`src/isa_pkg.sv`:
```
package isa_pkg;

	// one data word of the machine, the ISA fixes it at 16 bits
	typedef logic [15:0] word_t;

	// eight architectural registers
	typedef logic [2:0] reg_idx_t;

	// shifts take their distance from the low 4 bits of operand b
	typedef enum logic [3:0] {
		alu_add    = 4'd0,
		alu_sub    = 4'd1,
		alu_and    = 4'd2,
		alu_or     = 4'd3,
		alu_xor    = 4'd4,
		alu_sll    = 4'd5,
		alu_srl    = 4'd6,
		alu_sra    = 4'd7,
		alu_pass_b = 4'd8
	} alu_op_t;

	// v is only meaningful after add and sub, the ALU clears it otherwise
	typedef struct packed {
		logic n;
		logic z;
		logic v;
	} flags_t;

	typedef enum logic [2:0] {
		cond_eq     = 3'd0,
		cond_ne     = 3'd1,
		cond_lt     = 3'd2,
		cond_ge     = 3'd3,
		cond_gt     = 3'd4,
		cond_le     = 3'd5,
		cond_ovf    = 3'd6,
		cond_always = 3'd7
	} cond_t;

	typedef enum logic [1:0] {
		ctrl_none   = 2'd0,
		ctrl_branch = 2'd1,
		ctrl_jump   = 2'd2
	} ctrl_kind_t;

	// control transfer descriptor carried down the pipe with the instruction
	typedef struct packed {
		ctrl_kind_t kind;
		cond_t      cond;
	} bj_cond_t;

	// condition table for conditional branches, signed compares use n xor v
	function automatic logic cond_holds(cond_t cond, flags_t flags);
		logic lt;
		logic res;
		lt = flags.n ^ flags.v;
		case (cond)
			cond_eq:     res = flags.z;
			cond_ne:     res = !flags.z;
			cond_lt:     res = lt;
			cond_ge:     res = !lt;
			cond_gt:     res = !flags.z && !lt;
			cond_le:     res = flags.z || lt;
			cond_ovf:    res = flags.v;
			default:     res = 1'b1;
		endcase
		return res;
	endfunction

endpackage

```
`src/pipe_pkg.sv`:
```
package pipe_pkg;

	import isa_pkg::*;

	// decoded instruction as it arrives from the issue side
	typedef struct packed {
		alu_op_t  alu_op;
		word_t    operand_a;
		word_t    operand_b;
		// branch and jump displacement, relative to pc
		word_t    offset;
		// store data, already read from the register file
		word_t    sdata;
		word_t    pc;
		reg_idx_t dest;
		logic     we_rf;
		logic     we_mem;
		logic     re_mem;
		// 1 selects the loaded word for writeback
		logic     wb_sel;
		bj_cond_t bj_cond;
	} issue_t;

	// execute result held in the EX/MEM register
	typedef struct packed {
		word_t    alu_result;
		flags_t   flags;
		word_t    sdata;
		word_t    pc;
		// pc plus offset, precomputed in execute
		word_t    target;
		reg_idx_t dest;
		logic     we_rf;
		logic     we_mem;
		logic     re_mem;
		logic     wb_sel;
		bj_cond_t bj_cond;
	} ex_mem_t;

	// writeback record, the consumer applies the register write and the redirect
	typedef struct packed {
		reg_idx_t dest;
		logic     we_rf;
		word_t    wb_data;
		logic     redirect;
		word_t    redirect_pc;
	} wb_t;

endpackage

```
`src/ex_stage.sv`:
```
`timescale 1ns/1ns

module ex_stage (
	input  pipe_pkg::issue_t  issue,
	output pipe_pkg::ex_mem_t result
);

	import isa_pkg::*;

	word_t    a;
	word_t    b;
	word_t    alu_out;
	logic [3:0] shamt;
	logic     ovf;
	flags_t   flags;

	assign a     = issue.operand_a;
	assign b     = issue.operand_b;
	assign shamt = b[3:0];

	always_comb begin
		alu_out = '0;
		ovf     = 1'b0;
		case (issue.alu_op)
			alu_add: begin
				alu_out = a + b;
				// same operand signs but the sum flips sign
				ovf = (a[15] == b[15]) && (alu_out[15] != a[15]);
			end
			alu_sub: begin
				alu_out = a - b;
				// differing operand signs and the result leaves the sign of a
				ovf = (a[15] != b[15]) && (alu_out[15] != a[15]);
			end
			alu_and:    alu_out = a & b;
			alu_or:     alu_out = a | b;
			alu_xor:    alu_out = a ^ b;
			alu_sll:    alu_out = a << shamt;
			alu_srl:    alu_out = a >> shamt;
			alu_sra:    alu_out = word_t'($signed(a) >>> shamt);
			alu_pass_b: alu_out = b;
			default:    alu_out = '0;
		endcase
	end

	assign flags.n = alu_out[15];
	assign flags.z = (alu_out == '0);
	assign flags.v = ovf;

	always_comb begin
		result.alu_result = alu_out;
		result.flags      = flags;
		result.sdata      = issue.sdata;
		result.pc         = issue.pc;
		// branch target adder runs alongside the ALU
		result.target     = issue.pc + issue.offset;
		result.dest       = issue.dest;
		result.we_rf      = issue.we_rf;
		result.we_mem     = issue.we_mem;
		result.re_mem     = issue.re_mem;
		result.wb_sel     = issue.wb_sel;
		result.bj_cond    = issue.bj_cond;
	end

endmodule

```
`src/exec_backend.sv`:
```
`timescale 1ns/1ns

module exec_backend #(
	parameter int MEM_AW = 6
) (
	input  logic             clk,
	input  logic             rst_n,
	input  logic             in_valid,
	output logic             in_ready,
	input  pipe_pkg::issue_t in_data,
	output logic             out_valid,
	input  logic             out_ready,
	output pipe_pkg::wb_t    out_data
);

	import pipe_pkg::*;

	ex_mem_t ex_rec;
	ex_mem_t exm_data;
	logic    exm_valid;
	logic    exm_ready;
	wb_t     wb_rec;
	logic    wb_valid;
	logic    wb_ready;

	ex_stage u_ex_stage (
		.issue  (in_data),
		.result (ex_rec)
	);

	stage_reg #(
		.payload_t (ex_mem_t)
	) u_ex_mem (
		.clk       (clk),
		.rst_n     (rst_n),
		.in_valid  (in_valid),
		.in_ready  (in_ready),
		.in_data   (ex_rec),
		.out_valid (exm_valid),
		.out_ready (exm_ready),
		.out_data  (exm_data)
	);

	// memory access and branch resolution sit between the two registers
	mem_stage #(
		.MEM_AW (MEM_AW)
	) u_mem_stage (
		.clk       (clk),
		.rst_n     (rst_n),
		.in_valid  (exm_valid),
		.in_ready  (exm_ready),
		.in_data   (exm_data),
		.out_valid (wb_valid),
		.out_ready (wb_ready),
		.out_data  (wb_rec)
	);

	stage_reg #(
		.payload_t (wb_t)
	) u_mem_wb (
		.clk       (clk),
		.rst_n     (rst_n),
		.in_valid  (wb_valid),
		.in_ready  (wb_ready),
		.in_data   (wb_rec),
		.out_valid (out_valid),
		.out_ready (out_ready),
		.out_data  (out_data)
	);

endmodule

```
`src/mem_stage.sv`:
```
`timescale 1ns/1ns

module mem_stage #(
	parameter int MEM_AW = 6
) (
	input  logic              clk,
	input  logic              rst_n,
	input  logic              in_valid,
	output logic              in_ready,
	input  pipe_pkg::ex_mem_t in_data,
	output logic              out_valid,
	input  logic              out_ready,
	output pipe_pkg::wb_t     out_data
);

	import isa_pkg::*;

	localparam int DEPTH = 2 ** MEM_AW;

	word_t             mem [DEPTH];
	logic [MEM_AW-1:0] addr;
	logic              wr_en;
	word_t             rdata;
	logic              taken;

	// this stage adds no storage to the handshake
	assign out_valid = in_valid;
	assign in_ready  = out_ready;

	assign addr = in_data.alu_result[MEM_AW-1:0];

	// the store lands on the same edge that moves the item into MEM/WB
	assign wr_en = in_valid && out_ready && in_data.we_mem;

	always_ff @(posedge clk or negedge rst_n) begin
		if (!rst_n) begin
			for (int i = 0; i < DEPTH; i++) begin
				mem[i] <= '0;
			end
		end else if (wr_en) begin
			mem[addr] <= in_data.sdata;
		end
	end

	// asynchronous read so a load sees all stores ahead of it
	assign rdata = mem[addr];

	always_comb begin
		case (in_data.bj_cond.kind)
			ctrl_jump:   taken = 1'b1;
			ctrl_branch: taken = cond_holds(in_data.bj_cond.cond, in_data.flags);
			default:     taken = 1'b0;
		endcase
	end

	always_comb begin
		out_data.dest        = in_data.dest;
		out_data.we_rf       = in_data.we_rf;
		out_data.wb_data     = in_data.wb_sel ? rdata : in_data.alu_result;
		out_data.redirect    = taken;
		out_data.redirect_pc = in_data.target;
	end

endmodule

```
`src/stage_reg.sv`:
```
`timescale 1ns/1ns

module stage_reg #(
	parameter type payload_t = logic
) (
	input  logic     clk,
	input  logic     rst_n,
	input  logic     in_valid,
	output logic     in_ready,
	input  payload_t in_data,
	output logic     out_valid,
	input  logic     out_ready,
	output payload_t out_data
);

	logic load;

	// an empty slot or a drained one can take the next item
	assign in_ready = !out_valid || out_ready;
	assign load     = in_ready;

	always_ff @(posedge clk or negedge rst_n) begin
		if (!rst_n) begin
			out_valid <= 1'b0;
		end else if (load) begin
			out_valid <= in_valid;
		end
	end

	// payload only moves when a new item arrives, otherwise it holds for the stall
	always_ff @(posedge clk or negedge rst_n) begin
		if (!rst_n) begin
			out_data <= payload_t'(0);
		end else if (load && in_valid) begin
			out_data <= in_data;
		end
	end

endmodule

```
`config.mk`:
```
export PLATFORM = sky130hd
export DESIGN_NAME = exec_backend
export DESIGN_NICKNAME = d
export VERILOG_FILES = /design/src/isa_pkg.sv /design/src/pipe_pkg.sv /design/src/ex_stage.sv /design/src/exec_backend.sv /design/src/mem_stage.sv /design/src/stage_reg.sv
export SDC_FILE = /design/constraint.sdc
export NUM_CORES = 2
export LEC_CHECK = 0
export BUFFER_PORTS_ARGS = -buffer_cell sky130_fd_sc_hd__buf_4
export CAP_MARGIN = 20
export CORE_MARGIN = 4
export CORE_UTILIZATION = 50
export DETAILED_ROUTE_END_ITERATION = 10
export HOLD_SLACK_MARGIN = 0.08
export PLACE_DENSITY = 0.76
export SLEW_MARGIN = 20
export SYNTH_ARGS = -nofsm -noshare
export SYNTH_HDL_FRONTEND = slang
export SYNTH_HIERARCHICAL = 1
export SYNTH_SLANG_ARGS = --single-unit
export TNS_END_PERCENT = 100
```
`constraint.sdc`:
```
create_clock -name clk -period 2.5 [get_ports clk]
set_clock_uncertainty 0.15 [all_clocks]
set_input_delay 0.625 -clock clk [delete_from_list [all_inputs] [get_ports clk]]
set_output_delay 0.625 -clock clk [all_outputs]
set_load 0.05 [all_outputs]
```
==> impl_metrics.toml <==
[critical_path]
path_cells = "buf_6 > buf_16 > buf_12 > mux4_2 > nand3_1 > nand4_1 > nand4b_1 > o32a_1 > mux2_4"
rr_startpoint = "u_ex_mem/out_data[63]"
slowest_delay_ns = 0.65
reg2regPathDepth = 9
critPathRequiredTime_ns = 2.91
worstSetupPathType = "flip-flop to flip-flop"
crit_path_end_kind = "flip-flop"
critPathLaunchType = "flip-flop"
crit_start = "u_ex_mem/out_data[63]"
cp_data_arrival_time_ns = 4.31
worstReg2RegEnd = "u_mem_wb/out_data[27]"
r2r_slack_ns = -1.40
crit_slowest_cell = "nand4b_1"
critPathCapture = "u_mem_wb/out_data[27]"
critPathMaxFanout = 13

[floorplan]
fp-row-count = 123
core-area_mm2 = 0.113
die_area_mm2 = 0.119
start_util_pct = 50.5
die_h_um = 345
io_pins = 139
die-width_um = 345

[sta]
slew_violations = 0
max_freq_ghz = 0.256
setup-tns-final_ns = -236.53
setup_violations = 979
relSlewSlack_pct = 33.0
rsz0062_at_grt = "true"
fin_crit_sh_pct = 156
hold_viol = 0
worstMarginPinSlew_ns = 0.991
post-route-min-period_ns = 3.90
setup_slack_ns = -1.40

[grt]
antenna_found_initial = 16
grt_pass1_wl_mm = 290
track_usage_pct = 31.9
grt_max_degree = 111
overflow = 0
grt_pass1_vias = 44041

[drt]
drt-pass1-iter-count = 6
drcViolationCount = 0
wl_per_cell_um = 30.2
drtIter0Drc = 4619
ant_nets = 0
wirelength_mm = 198
vias = 42477
viasPerCell = 6.46

[placement]
gp_congestion = 1.02
io_buffers = 137
dp_hpwl_mm = 124
dp.cells = 6195

[power_and_ir_drop]
pwr-share-seq_pct = 38.9
power_frac_clock_pct = 28.3
power.density_mw_per_mm2 = 847
p_int_w = 0.0417
comb_power_share_pct = 32.8
peakVddDrop_v = 0.000635
sw_frac_of_total_pct = 32.9
p_leak_nw = 34.4
power_switching_w = 0.0204

[cts]
cts_tree = "yes"
clk_latency_ns = 0.71
clk_pin_slew_ns = 0.06
cts_inserted_buffers = 111
cts-root-buf = "clkbuf_16"
clock_sinks = 1125
cts.path.max_buffers = 3
h-tree-depth = 3

[yosys]
netlist_area_mm2 = 0.0569
syn_area_per_cell_um2 = 13.3
synth_fp_nets = 4442
synth_warnings = 6
syn-instance-count = 4274

[outcome]
status = "finished with violations"
violations = "negative setup slack"

[run]
maxCapViolations = 0

[layout]
drive_gt1_share_pct = 55.1
fillers = 7513
syn_to_final_growth_pct = 29.0
layout.cells.non_filler = 6574
final_nets = 5140

[hold_path]
hold_path_class = "primary input to flip-flop"
==> what timing repair did <==
| item | 4_1_cts | 5_1_grt |
|---|---|---|
| hold buffers | 29 | 0 |
| cloned | 25 | 5 |
| gates resized for setup | 445 | 226 |
| hold endpoints to repair | 278 | 0 |
| setup buffers | 71 | 50 |
| endpoints found under the setup margin | 863 | 955 |
| pin swaps | 80 | 96 |
==> state kept, by name, summed over array words and instances (netlist names) <==
name                count
u_ex_mem/out_data      62
u_ex_mem/out_valid      1
u_mem_stage/mem      1024
u_mem_wb/out_data      37
u_mem_wb/out_valid      1
==> layout make-up <==
class / instances / area, um2 / area share (%)
diodes: 6 / 15.0 / 0.0205
clock buffers: 155 / 3170 / 4.31
multi-input cells: 2665 / 28700 / 39.1
well taps: 1500 / 1880 / 2.56
clock inverters: 54 / 657 / 0.895
repair buffers: 1005 / 10500 / 14.3
flip-flops and latches: 1125 / 28200 / 38.4
inverters: 64 / 273 / 0.372
==> critical path, delay by kind of cell (launching register included) <==
kind | cells | cell delay [ns]
muxes | 2 | 0.79
and+or+nand+nor | 3 | 1.32
buffers and inverters | 3 | 0.51
DFF | 1 | 0.47
AOI/OAI and AO/OA | 1 | 0.50
==> per-stage QoR <==
| stage | power, W | hold WS, ns | instance area [um2] | utilization, % | worst slack, ns |
|---|---|---|---|---|---|
| after floorplan | 0.0339 | 0.179 | 57300 | - | -0.895 |
| after global placement | 0.0410 | 0.312 | 64800 | 57.5 | -1.40 |
| after detailed placement | 0.0417 | 0.325 | 64800 | 57.5 | -1.43 |
| after CTS | 0.0604 | 0.106 | 72100 | 63.9 | -0.713 |
| after global routing | 0.0640 | 0.120 | 73400 | 65.1 | -1.32 |
| final | 0.0622 | 0.132 | 73400 | 65.1 | -1.40 |
==> cell usage in the layout (no fill, tap or decap), types with 33 or more instances in the layout <==
cell type	n
dfrtp_1	1106
mux2_2	866
buf_4	719
mux2_4	356
buf_12	175
clkbuf_16	122
nor2_1	118
mux2i_1	118
mux4_2	102
a21oi_1	99
nand2_1	80
a22oi_1	67
o21ai_0	64
a221oi_1	61
ha_1	54
inv_1	53
buf_6	44
o22ai_1	36
nor2_4	35
a221o_1	33
==> worst min path at each step <==
stage	cells past startpoint	startpoint	slack, ns	end
final	3	in_data[44]	0.13	u_ex_mem/out_data[12]
after global routing	3	in_data[44]	0.12	u_ex_mem/out_data[12]
after CTS	3	in_data[44]	0.11	u_ex_mem/out_data[12]
after detailed placement	1	u_mem_stage/mem[717]	0.33	u_mem_stage/mem[717]
after global placement	1	u_mem_stage/mem[711]	0.31	u_mem_stage/mem[711]
after floorplan	0	rst_n	0.18	u_ex_mem/out_data[0]
==> routing by layer <==
metal / track usage (%) / routed length [um]
met5: 0.320 / 103
met4: 19.1 / 15200
met3: 8.20 / 20600
met2: 49.8 / 89700
met1: 40.0 / 72600
==> power by group through the flow <==
stage / clock network, W / registers (W) / logic [W]
6_report: 0.0176 / 0.0242 / 0.0204
5_1_grt: 0.0185 / 0.0245 / 0.0210
4_1_cts: 0.0177 / 0.0240 / 0.0188
3_5_place_dp: 0 / 0.0243 / 0.0174
3_3_place_gp: 0 / 0.0240 / 0.0170
2_1_floorplan: 0 / 0.0242 / 0.00967
No activity file was read; power rests on OpenSTA's default activity.
